--- src/verilog/debug_defs.svh ---
`ifndef DEBUG_DEFS_SVH
`define DEBUG_DEFS_SVH

// machine word and memory geometry
`define DBG_NB_BITS    32                      // data word width
`define DBG_RAM_DEPTH  10                      // ram address bits, 1024 words
`define DBG_HALT_WORD  {`DBG_NB_BITS{1'b1}}    // all ones stops a run

// command word layout, as the host presents it
`define DBG_BIT_WE     22                      // write held data to memory
`define DBG_BIT_CLR    21                      // clear cycle count, strobe only

`define DBG_CTL_HI     24                      // run control field
`define DBG_CTL_LO     23

`define DBG_FLD_HI     20                      // field select
`define DBG_FLD_LO     19

`define DBG_RD_HI      17                      // readback select
`define DBG_RD_LO      16

`define DBG_PAY_HI     15                      // half word payload
`define DBG_PAY_LO     0

`endif

--- src/verilog/debug_cmd_pkg.sv ---
`include "debug_defs.svh"

package debug_cmd_pkg;

	// raw word from the spi slave
	typedef logic [`DBG_NB_BITS-1:0] cmd_word_t;

	// bits 20:19, what the payload loads into
	typedef enum logic [1:0] {
		FLD_NONE = 2'b00,   // memory op or nothing
		FLD_LO   = 2'b01,   // low half of data
		FLD_HI   = 2'b10,   // upper half of data
		FLD_ADDR = 2'b11    // ram address
	} field_sel_t;

	// bits 17:16, which probe goes back to the host
	typedef enum logic [1:0] {
		RD_PC         = 2'b00,   // live pc
		RD_PC_LATCH   = 2'b01,   // pc of last fetch
		RD_INST_LATCH = 2'b10,   // word of last fetch
		RD_CYCLES     = 2'b11    // advance count
	} rd_sel_t;

	// bits 24:23, only looked at on the strobe
	typedef enum logic [1:0] {
		CTL_NONE = 2'b00,
		CTL_RUN  = 2'b01,   // free run until halt word
		CTL_STEP = 2'b10,   // single advance
		CTL_HALT = 2'b11    // stop at next edge
	} run_ctl_t;

endpackage

--- src/verilog/debug_core_pkg.sv ---
`include "debug_defs.svh"

package debug_core_pkg;

	typedef logic [`DBG_NB_BITS-1:0]   word_t;       // machine word
	typedef logic [`DBG_RAM_DEPTH-1:0] ram_addr_t;   // program memory index

	// fetch latch, instruction up top and pc below
	typedef logic [2*`DBG_NB_BITS-1:0] latch_t;

	// control fsm states
	typedef enum logic [1:0] {
		HALTED = 2'b00,   // host owns memory
		RUN    = 2'b01,   // advance every cycle
		STEP   = 2'b10    // one advance then back
	} ctrl_state_t;

endpackage

--- src/verilog/debug_probe_if.sv ---
`timescale 1ns/1ps

// loader to fetch stage link, ram write port one way and probes the other
interface debug_probe_if;

	debug_core_pkg::ram_addr_t ram_addr;   // held write address
	debug_core_pkg::word_t     ram_data;   // assembled write data
	logic                      ram_we;     // gated write strobe
	debug_core_pkg::word_t     pc;         // live pc
	debug_core_pkg::latch_t    latch;      // {inst, pc} of last advance

	modport loader (
		output ram_addr,
		output ram_data,
		output ram_we,
		input  pc,
		input  latch
	);

	modport target (
		input  ram_addr,
		input  ram_data,
		input  ram_we,
		output pc,
		output latch
	);

endinterface

--- src/verilog/spi_fetch_interface.sv ---
`timescale 1ns/1ps

`include "debug_defs.svh"

module spi_fetch_interface (
	input  logic                      i_clk,
	input  logic                      i_rst,
	input  debug_cmd_pkg::cmd_word_t  i_cmd,      // word from the spi slave
	input  logic                      i_in_use,   // high while the core is halted
	input  debug_core_pkg::word_t     i_cycles,   // from cycle counter
	debug_probe_if.loader             probe,
	output debug_core_pkg::word_t     o_rd_data   // back to the spi slave
);

	localparam int HALF = `DBG_NB_BITS / 2;   // half word split point

	debug_core_pkg::ram_addr_t addr_q;   // held ram address
	debug_core_pkg::word_t     data_q;   // assembled data word
	debug_cmd_pkg::field_sel_t fld_sel;
	debug_cmd_pkg::rd_sel_t    rd_sel;
	logic [HALF-1:0]           payload;

	assign fld_sel = debug_cmd_pkg::field_sel_t'(i_cmd[`DBG_FLD_HI:`DBG_FLD_LO]);
	assign rd_sel  = debug_cmd_pkg::rd_sel_t'(i_cmd[`DBG_RD_HI:`DBG_RD_LO]);
	assign payload = i_cmd[`DBG_PAY_HI:`DBG_PAY_LO];

	// a field load repeats on every edge the code is held
	always_ff @(posedge i_clk) begin
		if (i_rst) begin
			addr_q <= '0;
			data_q <= '0;
		end else begin
			case (fld_sel)
				debug_cmd_pkg::FLD_LO: begin
					data_q[HALF-1:0] <= payload;   // low half only
				end
				debug_cmd_pkg::FLD_HI: begin
					data_q[`DBG_NB_BITS-1:HALF] <= payload;   // upper half only
				end
				debug_cmd_pkg::FLD_ADDR: begin
					addr_q <= payload[`DBG_RAM_DEPTH-1:0];   // low bits give the index
				end
				default: begin
					addr_q <= addr_q;   // FLD_NONE leaves both registers
				end
			endcase
		end
	end

	// write port driven from the registers before the edge
	assign probe.ram_addr = addr_q;
	assign probe.ram_data = data_q;
	assign probe.ram_we   = i_cmd[`DBG_BIT_WE] & i_in_use;   // only while halted

	// zero latency readback
	always_comb begin
		case (rd_sel)
			debug_cmd_pkg::RD_PC:         o_rd_data = probe.pc;
			debug_cmd_pkg::RD_PC_LATCH:   o_rd_data = probe.latch[`DBG_NB_BITS-1:0];
			debug_cmd_pkg::RD_INST_LATCH: o_rd_data = probe.latch[2*`DBG_NB_BITS-1:`DBG_NB_BITS];
			default:                      o_rd_data = i_cycles;   // RD_CYCLES
		endcase
	end

	// a memory write must carry a known address and word
	a_we_known : assert property (
		@(posedge i_clk) disable iff (i_rst)
		probe.ram_we |-> !$isunknown({probe.ram_addr, probe.ram_data})
	) else $error("ram write with unknown address or data");

endmodule

--- src/flat_wrapper.sv ---
// flat-port wrapper written by rule: the top's interface ports become plain ports
module spi_fetch_interface_flat 
  (i_clk, i_rst, i_cmd, i_in_use, i_cycles, o_rd_data, probe_ram_addr, probe_ram_data, probe_ram_we, probe_pc, probe_latch);
  debug_probe_if probe_i ();
  input  logic i_clk;
  input  logic i_rst;
  input  debug_cmd_pkg::cmd_word_t i_cmd;
  input  logic i_in_use;
  input  debug_core_pkg::word_t i_cycles;
  output debug_core_pkg::word_t o_rd_data;
  output wire logic [$bits(probe_i.ram_addr)-1:0] probe_ram_addr;
  output wire logic [$bits(probe_i.ram_data)-1:0] probe_ram_data;
  output wire logic [$bits(probe_i.ram_we)-1:0] probe_ram_we;
  input wire logic [$bits(probe_i.pc)-1:0] probe_pc;
  input wire logic [$bits(probe_i.latch)-1:0] probe_latch;
  assign probe_ram_addr = probe_i.ram_addr;
  assign probe_ram_data = probe_i.ram_data;
  assign probe_ram_we = probe_i.ram_we;
  assign probe_i.pc = probe_pc;
  assign probe_i.latch = probe_latch;
  spi_fetch_interface u_core (.i_clk(i_clk), .i_rst(i_rst), .i_cmd(i_cmd), .i_in_use(i_in_use), .i_cycles(i_cycles), .probe(probe_i), .o_rd_data(o_rd_data));
endmodule
--- config.mk ---
export PLATFORM = sky130hd
export DESIGN_NAME = spi_fetch_interface_flat
export DESIGN_NICKNAME = d
export VERILOG_FILES = /design/src/verilog/debug_cmd_pkg.sv /design/src/verilog/debug_core_pkg.sv /design/src/verilog/debug_probe_if.sv /design/src/verilog/spi_fetch_interface.sv /design/src/flat_wrapper.sv
export VERILOG_INCLUDE_DIRS = /design/src /design/src/verilog
export SDC_FILE = /design/constraint.sdc
export NUM_CORES = 1
export LEC_CHECK = 0
export ABC_CLOCK_PERIOD_IN_PS = 900
export BUFFER_PORTS_ARGS = -buffer_cell sky130_fd_sc_hd__buf_4
export CELL_PAD_IN_SITES_DETAIL_PLACEMENT = 0
export CELL_PAD_IN_SITES_GLOBAL_PLACEMENT = 2
export CORE_UTILIZATION = 16
export CTS_CLUSTER_DIAMETER = 200
export CTS_CLUSTER_SIZE = 40
export DETAILED_ROUTE_END_ITERATION = 10
export PLACE_DENSITY = 0.9
export SLEW_MARGIN = 10
export SYNTH_ARGS = -nofsm -noshare
export SYNTH_HDL_FRONTEND = slang
export SYNTH_SLANG_ARGS = --single-unit
--- constraint.sdc ---
create_clock -name i_clk -period 0.9 [get_ports i_clk]
set_input_delay 0.09 -clock i_clk [delete_from_list [all_inputs] [get_ports i_clk]]
set_output_delay 0.09 -clock i_clk [all_outputs]
set_load 0.02 [all_outputs]
== Word-level counts from Yosys, hierarchy flattened ==
Cells that the tools add are included.
Operators by class
  equal/unequal tests: 5
  multiplexer cells: 1
  bitwise operators: 1
  reductions and logical operators: 1
Operators with widths (count)
  $pmux 32 s3: 1
  $eq 2x2->1 const B: 3
  $eq 2x1->1 const B: 2
  $logic_not 2->1: 1
  $and 1x1->1: 1
Storage, ports and cells
  bits in registers: 42
  input bits: 163
  output and inout port bits: 75
  word-level logic and storage cells: 11

== Longest topological paths before layout ==
Gate-level depths: netlist (run 1).
  depth after elaboration: 2
  depth in mapped cells: 5
  depth with buffers taken out: 3

== Worst setup path after synthesis (run 1) ==
No wires, ideal clock.
  kind: input-to-output
  from: in i_cmd[16]
  to: out o_rd_data[0]
  arrival time: 0.919 ns
  data required time: 0.810 ns
  path slack: -0.109 ns
  stages on the path: 3
  path buffers: 2
  cells stage by stage: buf_6 > buf_12 > mux4_2
On the way
  cells in the longest elaborated chain, start to end: 2
  elaborated cells between the ends (all ways): 4
  those cells by class: eq/ne (2); mux (1); reduce/logical (1)
Ends and longest elaborated chain
  start: declaration: line flat_wrapper.sv:7  | input debug_cmd_pkg::cmd_word_t i_cmd;
  $eq 2x2->1, or another cell as far along: line spi_fetch_interface.sv:57  | case (rd_sel)
  $pmux 32 s3 *: line spi_fetch_interface.sv:57
  end: declaration: line flat_wrapper.sv:10  | output debug_core_pkg::word_t o_rd_data;
Mark *: on every way between the ends. The rest lies on a longest branch, timed or not.

== Worst setup path in the final report (run 1) ==
  from: in i_cmd[16]
  to: out o_rd_data[18]
Same word-level chain as after synthesis.

==> results.yml, run 1 <==
outcome:
  run_status: "finished with violations"
  violations: "negative setup slack"
final_layout:
  insertedDiodeCount: 0
  post_layout_nonfiller_instances: 635
  final.fill_count: 1429
  final_area_um2: 4610
  area_delta_synth_final_pct: 101
  nets: 617
  layout-drive-gt1-share_pct: 62.2
power:
  total_power_mw: 6.40
  p_leak_nw: 2.07
  power_frac_clock_pct: 37.1
  powerDensity_nw_per_um2: 1390
  seqPwrFrac_pct: 31.1
  swShare_pct: 25.3
  power_frac_comb_pct: 31.8
  netSwitchingPower_mw: 1.62
  intPower_mw: 4.78
  peakVddDrop_mv: 0.766
drt:
  antenna_left: 0
  drc: 0
  vias: 2709
  drt-pass1-iter-count: 7
  wl_per_cell_um: 17.4
  drtIter0Drc: 128
  wl_mm: 11.1
  via_per_inst: 4.27
synth:
  yosysWarnings: 0
  synth_nets: 391
  ys_seq_elements: 42
  synthCells: 228
  syn-cell-area_um2: 2300
  seq_area_frac_synth_pct: 36.6
  syn_avg_cell_area_um2: 10.1
  synth.distinct_cells: 15
floorplanning:
  die_y_um: 122
  die_w_um: 122
  num_rows: 43
  core_area_um2: 13900
  design.die.area_um2: 14800
  start_util_pct: 16.5
  pin_count: 238
hold_path:
  hold_depth: 3
  holdPathEnd: "u_core.probe.ram_data[10]"
  hp-start: "i_cmd[10]"
  holdCritPathClass: "primary input to flip-flop"
clock_tree:
  clkLatencyLatePin_ns: 0.28
  clockBufferDepth: 2
  numCtsBuffers: 5
  cts_setup_buffers: 0
  cts-root-buf: "clkbuf_16"
  tritoncts: "built"
  cts.sinks: 42
  clkTransAtPathRegs_ns: 0.06
  cts_max_level: 2
  holdBufCountCts: 0
critical_path:
  worstSetupPathType: "primary input to output pin"
  arrival_ns: 1.02
  critPathLaunchType: "primary input"
  critPathMaxFanout: 8
  r2r-end: "u_core.probe.ram_data[13]"
  reg2reg_depth: 2
  r2r-start: "u_core.probe.ram_data[13]"
  critical_path.endpoint_type: "output pin"
  regToRegSetupSlack_ns: 0.28
  critPathRequiredTime_ns: 0.81
timing:
  max_freq_mhz: 902
  rsz0062_at_grt: "yes"
  period_share_pct: 123
  final.min_clock_period_ns: 1.11
  slew_headroom_pct: 71.7
  tightest_slew_ns: 0.425
  finalHoldViolCount: 0
  slew_viol_final: 0
  clock_skew_ns: 0
  fin_ws_ns: -0.209
  setup_violations: 32
global_routing:
  grt_start_max_net_pins: 43
  grt_usage_pct: 14.5
  grt_pass1_vias: 2746
  antenna_found_initial: 0
  grt_pass1_wl_mm: 16.0
  overflow: 0
placement:
  portBuffers: 226
  place_congestion: 0.876
  place_hpwl_mm: 9.35
  place_area_um2: 4240
  dp.cells: 626
  preCtsSetupSlack_ns: -0.313
flow_run:
  drv_cap: 0
routing by layer:
| metal | share of wire [%] | up-vias | global-route usage, % |
|---|---|---|---|
| met5 | 0 | - | 0 |
| met4 | 0.59 | 0 | 2.55 |
| li1 | - | 1257 | - |
| met3 | 10 | 6 | 4.78 |
| met2 | 50 | 154 | 25.9 |
| met1 | 39 | 1292 | 17.0 |
critical path: stages:
cell,delay (ns)
buf_12,0.11
buf_12,0.14
mux4_2,0.52
buf_6,0.15
sequential cells by signal (all words and copies together) (netlist names):
signal	cells
u_core.probe.ram_addr	10
u_core.probe.ram_data	32
cell families after synthesis:
| kind of cell | Yosys count | share of synthesized area [%] |
|---|---|---|
| compound gates | 42 | 9.16 |
| buf+inv | 21 | 6.98 |
| flops | 42 | 36.6 |
| mux | 32 | 31.7 |
| simple gates | 91 | 15.5 |
timing repair:
action                     in CTS  in global routing
gates cloned                    1                  0
resized for setup              40                  3
setup endpoints to repair      32                 35
power groups by stage:
| stage | clock (mW) | sequential (mW) | combinational [mW] |
|---|---|---|---|
| CTS | 2.41 | 1.99 | 2.06 |
| global placement | 0 | 2.03 | 1.88 |
| detailed placement | 0 | 2.04 | 1.90 |
| floorplan | 0 | 2.13 | 0.746 |
| finish | 2.38 | 1.99 | 2.03 |
| global route | 2.51 | 2.00 | 2.16 |
cell type report:
type | count | area, um2 | area share, %
Tap cell | 180 | 225 | 4.89
Timing Repair Buffer | 240 | 2050 | 44.5
Clock inverter | 2 | 60.1 | 1.30
Clock buffer | 6 | 139 | 3.02
Multi-Input combinational cell | 165 | 1290 | 28.0
Sequential cell | 42 | 845 | 18.3
metrics by stage:
step	hold slack [ns]	util (%)	setup TNS, ns
finish	0.0644	33.1	-5.96
floorplan	0.226	-	-2.57
global route	0.0667	33.1	-6.80
global placement	0.348	30.4	-8.56
CTS	0.0610	33.0	-6.19
detailed placement	0.360	30.4	-8.92
worst max-delay path by stage:
stage               startpoint             to  slack (ns)
floorplan            i_cmd[16]   o_rd_data[0]       -0.08
global placement     i_cmd[16]  o_rd_data[24]       -0.29
detailed placement   i_cmd[16]  o_rd_data[18]       -0.31
CTS                  i_cmd[16]  o_rd_data[18]       -0.22
global route         i_cmd[16]  o_rd_data[25]       -0.23
finish               i_cmd[16]  o_rd_data[18]       -0.21
layout by cell type (no fill, tap or decap):
cell type / netlist / final
clkbuf_8: 0 / 1
nor2b_1: 2 / 2
nand2b_1: 2 / 2
buf_6: 1 / 34
buf_12: 3 / 8
and2_1: 2 / 2
mux4_2: 30 / 32
buf_16: 0 / 1
dfxtp_1: 42 / 39
bufinv_16: 0 / 2
buf_4: 4 / 197
dfxtp_2: 0 / 3
clkbuf_16: 0 / 5
a21oi_1: 42 / 42
nand2_1: 85 / 85
synthesized netlist by cell type (all sizes together):
| cell | n | share of area (%) |
|---|---|---|
| a21oi | 42 | 9.2 |
| and2 | 2 | 0.54 |
| buf | 15 | 5.9 |
| clkbuf | 6 | 1.1 |
| dfxtp | 42 | 37 |
| mux4 | 32 | 32 |
| nand2 | 85 | 14 |
| nand2b | 2 | 0.54 |
| nor2b | 2 | 0.54 |
Note: power is estimated with default switching activity, not from simulation.
==> inputs of run 2 (changes only) <==
--- a/config.mk
+++ b/config.mk
@@ -6,7 +6,7 @@
 export SDC_FILE = /design/constraint.sdc
 export NUM_CORES = 1
 export LEC_CHECK = 0
-export ABC_CLOCK_PERIOD_IN_PS = 900
+export ABC_CLOCK_PERIOD_IN_PS = 1000
 export BUFFER_PORTS_ARGS = -buffer_cell sky130_fd_sc_hd__buf_4
 export CELL_PAD_IN_SITES_DETAIL_PLACEMENT = 0
 export CELL_PAD_IN_SITES_GLOBAL_PLACEMENT = 2
==> constraint.sdc (replaced) <==
create_clock -name i_clk -period 1 [get_ports i_clk]
set_input_delay 0.1 -clock i_clk [delete_from_list [all_inputs] [get_ports i_clk]]
set_output_delay 0.1 -clock i_clk [all_outputs]
set_load 0.02 [all_outputs]
==> run 2 against run 1 <==
The flow still finishes with violations (negative setup slack). Critical endpoint is now o_rd_data[17]. Worst hold slack improved by 0.0062 ns. Die area did not move. Sequential share of layout area fell by 0.15 points. Final area rose by 0.35%. Global-route usage fell by 0.19 points. Total power fell by 10%. Highest routed layer unchanged. Setup slack improved by 0.072 ns. Largest power group unchanged. Clock-buffer cell count did not move. Non-clock buffer count rose by 1. Core utilization rose by 0.12 points.
==> results.yml, run 2 (synthesis gave the netlist of run 1 again) <==
timing:
  final.min_clock_period_ns: 1.14
  setup_violations: 32
  max_freq_mhz: 879
  fin_ws_ns: -0.137
  slew_viol_final: 0
  clock_skew_ns: 0
  finalHoldViolCount: 0
  slew_headroom_pct: 71.0
  rsz0062_at_grt: "yes"
  tightest_slew_ns: 0.435
  period_share_pct: 114
drt:
  drt-pass1-iter-count: 4
  drtIter0Drc: 144
  via_per_inst: 4.22
  antenna_left: 0
  drc: 0
  vias: 2681
  wl_mm: 11.1
  wl_per_cell_um: 17.4
final_layout:
  final.fill_count: 1480
  nets: 618
  area_delta_synth_final_pct: 101
  layout_common_cells: "buf_4, nand2_1, a21oi_1, dfxtp_1, buf_6"
  layout-drive-gt1-share_pct: 61.6
  largest_register_ff_count: 32
  layout_commonest_cell: "buf_4"
  insertedDiodeCount: 0
outcome:
  violations: "negative setup slack"
  run_status: "finished with violations"
power:
  swShare_pct: 25.2
  seqPwrFrac_pct: 31.1
  intPower_mw: 4.31
  peakVddDrop_mv: 0.782
  power_frac_comb_pct: 32.0
  power_frac_clock_pct: 36.9
  netSwitchingPower_mw: 1.45
  p_leak_nw: 2.08
  total_power_mw: 5.76
  powerDensity_nw_per_um2: 1250
global_routing:
  grt_usage_pct: 14.3
  grt_pass1_vias: 2712
  grt_start_max_net_pins: 43
  overflow: 0
  antenna_found_initial: 0
  grt_pass1_wl_mm: 15.8
critical_path:
  critPathMaxFanout: 8
  critical_path.endpoint_type: "output pin"
  critPathRequiredTime_ns: 0.90
  worstSetupPathType: "primary input to output pin"
  reg2reg_depth: 2
  arrival_ns: 1.04
  critPathLaunchType: "primary input"
placement:
  place_hpwl_mm: 9.34
  portBuffers: 226
  place_congestion: 0.868
  preCtsSetupSlack_ns: -0.231
clock_tree:
  cts.sinks: 42
  numCtsBuffers: 5
  cts_max_level: 2
  clkTransAtPathRegs_ns: 0.06
  tritoncts: "built"
  cts_setup_buffers: 0
  holdBufCountCts: 0
  clockBufferDepth: 2
  cts-root-buf: "clkbuf_16"
  clkLatencyLatePin_ns: 0.28
hold_path:
  hold_depth: 3
  holdCritPathClass: "primary input to flip-flop"
floorplanning:
  start_util_pct: 16.5
  die_y_um: 122
  num_rows: 43
  die_w_um: 122
  pin_count: 238
  design.die.area_um2: 14800
  core_area_um2: 13900
flow_run:
  drv_cap: 0
[run 2: cell count changes in the layout (fill, tap and decap cells not counted), sizes merged]
cell | before | now
buf | 240 | 241
[run 2: worst paths after layout]
path	slack, ns	startpoint	end
max	-0.14	i_cmd[16]	o_rd_data[17]
min	0.07	i_cmd[13]	u_core.probe.ram_data[13]
max reg2reg	0.39	u_core.probe.ram_addr[8]	u_core.probe.ram_addr[8]
min reg2reg	0.45	u_core.probe.ram_data[21]	u_core.probe.ram_data[21]
[run 2: worst max-delay path, stage by stage]
cell and delay [ns]:
buf_12 0.11, buf_12 0.14, mux4_2 0.52, buf_6 0.15
[run 2: repair_timing]
item | 4_1_cts | 5_1_grt
gates cloned | 1 | 0
setup endpoints to repair | 32 | 32
pin swaps | 0 | 0
resized for setup | 40 | 0
[run 2: cell type report]
class | instances | area [um2] | share of cell area (%)
flip-flops and latches | 42 | 841 | 18.2
repair buffers | 241 | 2070 | 44.8
clock inverters | 2 | 60.1 | 1.30
well taps | 180 | 225 | 4.87
multi-input cells | 165 | 1290 | 27.9
clock buffers | 6 | 139 | 3.00
[run 2: through the flow]
stage | cell area [um2] | utilization (%) | cells | setup TNS (ns) | hold WS (ns)
2_1_floorplan | 2300 | - | 228 | -0.0943 | 0.236
3_3_place_gp | 4260 | 30.6 | 627 | -5.93 | 0.358
3_5_place_dp | 4260 | 30.6 | 627 | -6.32 | 0.365
5_1_grt | 4620 | 33.2 | 636 | -4.13 | 0.0744
6_report | 4620 | 33.2 | 636 | -3.43 | 0.0705
4_1_cts | 4620 | 33.2 | 636 | -3.56 | 0.0714
[run 2: power by group through the flow]
stage / Clock (mW) / Combinational (mW) / Sequential, mW
final: 2.13 / 1.84 / 1.79
after detailed placement: 0 / 1.72 / 1.83
after CTS: 2.15 / 1.86 / 1.79
after floorplan: 0 / 0.671 / 1.92
after global routing: 2.25 / 1.95 / 1.80
after global placement: 0 / 1.70 / 1.83
[run 2: metal layers]
layer / wire length (um) / vias to the layer above / track usage, %
met5: 0 / - / 0
met1: 4340 / 1259 / 16.7
met3: 1130 / 6 / 5.06
met4: 60 / 0 / 2.31
li1: - / 1262 / -
met2: 5540 / 154 / 25.4
==> inputs of run 3 (changes only) <==
--- a/config.mk
+++ b/config.mk
@@ -14,8 +14,9 @@
 export CTS_CLUSTER_DIAMETER = 200
 export CTS_CLUSTER_SIZE = 40
 export DETAILED_ROUTE_END_ITERATION = 10
-export PLACE_DENSITY = 0.9
+export PLACE_DENSITY_LB_ADDON = 0.12
 export SLEW_MARGIN = 10
 export SYNTH_ARGS = -nofsm -noshare
 export SYNTH_HDL_FRONTEND = slang
 export SYNTH_SLANG_ARGS = --single-unit
+export TNS_END_PERCENT = 30
==> run 3 against run 2 <==
Clock-buffer cell count stayed put. Global-route usage increased by 0.67 points. Maximum frequency is 0.84% lower. The run still ends with negative setup slack left. Critical endpoint is now o_rd_data[10]. Largest cell class unchanged. Critical path type unchanged. Sequential power about the same. Worst hold slack better by 0.0018 ns.
==> results.yml, run 3 (synthesis gave the netlist of run 1 again) <==
clock_tree:
  clockBufferDepth: 2
  holdBufCountCts: 0
  cts_setup_buffers: 0
  numCtsBuffers: 5
  tritoncts: "built"
  cts-root-buf: "clkbuf_16"
  clkLatencyLatePin_ns: 0.28
  cts.sinks: 42
  cts_max_level: 2
  clkTransAtPathRegs_ns: 0.06
critical_path:
  r2r-start: "u_core.probe.ram_data[10]"
  critPathRequiredTime_ns: 0.90
  reg2reg_depth: 2
  critPathMaxFanout: 7
  critPathLaunchType: "primary input"
  r2r-end: "u_core.probe.ram_data[10]"
  crit_path_start: "i_cmd[16]"
  arrival_ns: 1.05
  regToRegSetupSlack_ns: 0.40
  critical_path.endpoint_type: "output pin"
  worstSetupPathType: "primary input to output pin"
floorplanning:
  start_util_pct: 16.5
  die_w_um: 122
  num_rows: 43
  pin_count: 238
  core_area_um2: 13900
  die_y_um: 122
  design.die.area_um2: 14800
power:
  netSwitchingPower_mw: 1.49
  powerDensity_nw_per_um2: 1140
  swShare_pct: 27.9
  p_leak_nw: 2.11
  power_frac_clock_pct: 31.3
  intPower_mw: 3.84
  seqPwrFrac_pct: 33.6
  power_frac_comb_pct: 35.0
  peakVddDrop_mv: 0.495
  total_power_mw: 5.33
drt:
  antenna_left: 0
  drc: 0
  wl_mm: 11.1
  drt-pass1-iter-count: 4
  vias: 2669
  drtIter0Drc: 106
  via_per_inst: 4.14
  wl_per_cell_um: 17.2
placement:
  place_congestion: 0.811
  place_hpwl_mm: 8.94
  portBuffers: 226
  dp.cells: 632
final_layout:
  layout_commonest_cell: "buf_4"
  insertedDiodeCount: 0
  layout-drive-gt1-share_pct: 62.3
  layout_common_cells: "buf_4, nand2_1, a21oi_1, dfxtp_1"
  largest_register_ff_count: 32
  nets: 626
  area_delta_synth_final_pct: 104
  post_layout_nonfiller_instances: 644
  final.fill_count: 1471
global_routing:
  grt_start_max_net_pins: 43
  overflow: 0
  grt_pass1_vias: 2879
  grt_pass1_wl_mm: 16.3
  grt_usage_pct: 15.0
  antenna_found_initial: 0
timing:
  setup_violations: 32
  rsz0062_at_grt: "yes"
  final.min_clock_period_ns: 1.15
  max_freq_mhz: 872
  period_share_pct: 115
  finalHoldViolCount: 0
  slew_viol_final: 0
  clock_skew_ns: 0
  slew_headroom_pct: 69.2
  fin_ws_ns: -0.147
  tightest_slew_ns: 0.462
hold_path:
  holdCritPathClass: "primary input to flip-flop"
  holdPathEnd: "u_core.probe.ram_data[26]"
  hold_depth: 3
  hp-start: "i_cmd[10]"
outcome:
  run_status: "finished with violations"
  violations: "negative setup slack"
flow_run:
  drv_cap: 0
run 3: what timing repair did:
action,in CTS,in global routing
gates cloned,4,0
resized for setup,42,0
setup endpoints to repair,32,32
run 3: metal layers:
| metal | wire, um | GRT usage, % | up-vias |
|---|---|---|---|
| li1 | - | - | 1280 |
| met1 | 3740 | 14.8 | 1254 |
| met2 | 6330 | 30.0 | 129 |
| met3 | 939 | 4.82 | 6 |
| met4 | 93 | 3.01 | 0 |
| met5 | 0 | 0 | - |
run 3: worst max-delay path: stages:
cell and delay (ns):
buf_16 0.13, buf_12 0.14, mux4_2 0.51, buf_6 0.15
run 3: how the worst max path moves through the flow:
| stage | end | slack, ns |
|---|---|---|
| 2_1_floorplan | o_rd_data[0] | -0.003 |
| 3_3_place_gp | o_rd_data[24] | -0.22 |
| 3_5_place_dp | o_rd_data[0] | -0.22 |
| 4_1_cts | o_rd_data[10] | -0.15 |
| 5_1_grt | o_rd_data[3] | -0.18 |
| 6_report | o_rd_data[10] | -0.15 |
run 3: power groups by stage:
stage / Sequential, mW / Clock (mW) / Combinational (mW)
after global placement: 1.83 / 0 / 1.71
final: 1.79 / 1.67 / 1.87
after CTS: 1.79 / 1.76 / 1.89
after floorplan: 1.92 / 0 / 0.671
after global routing: 1.80 / 1.83 / 1.99
after detailed placement: 1.83 / 0 / 1.71
run 3: cell type report:
cell class	instances	area [um2]	area share, %
Sequential cell	42	841	18.0
Clock inverter	2	12.5	0.267
Tap cell	180	225	4.81
Clock buffer	6	139	2.97
Multi-Input combinational cell	165	1290	27.5
Timing Repair Buffer	249	2180	46.5
run 3: per-stage QoR:
| step | utilization [%] | setup TNS (ns) | cell area (um2) | worst slack, ns | hold slack (ns) |
|---|---|---|---|---|---|
| floorplan | - | -0.0943 | 2300 | -0.00314 | 0.236 |
| global placement | 30.8 | -6.09 | 4290 | -0.221 | 0.363 |
| detailed placement | 30.8 | -6.10 | 4290 | -0.223 | 0.369 |
| CTS | 33.6 | -4.27 | 4680 | -0.155 | 0.0635 |
| global route | 33.6 | -4.89 | 4680 | -0.179 | 0.0676 |
| finish | 33.6 | -4.01 | 4680 | -0.147 | 0.0724 |
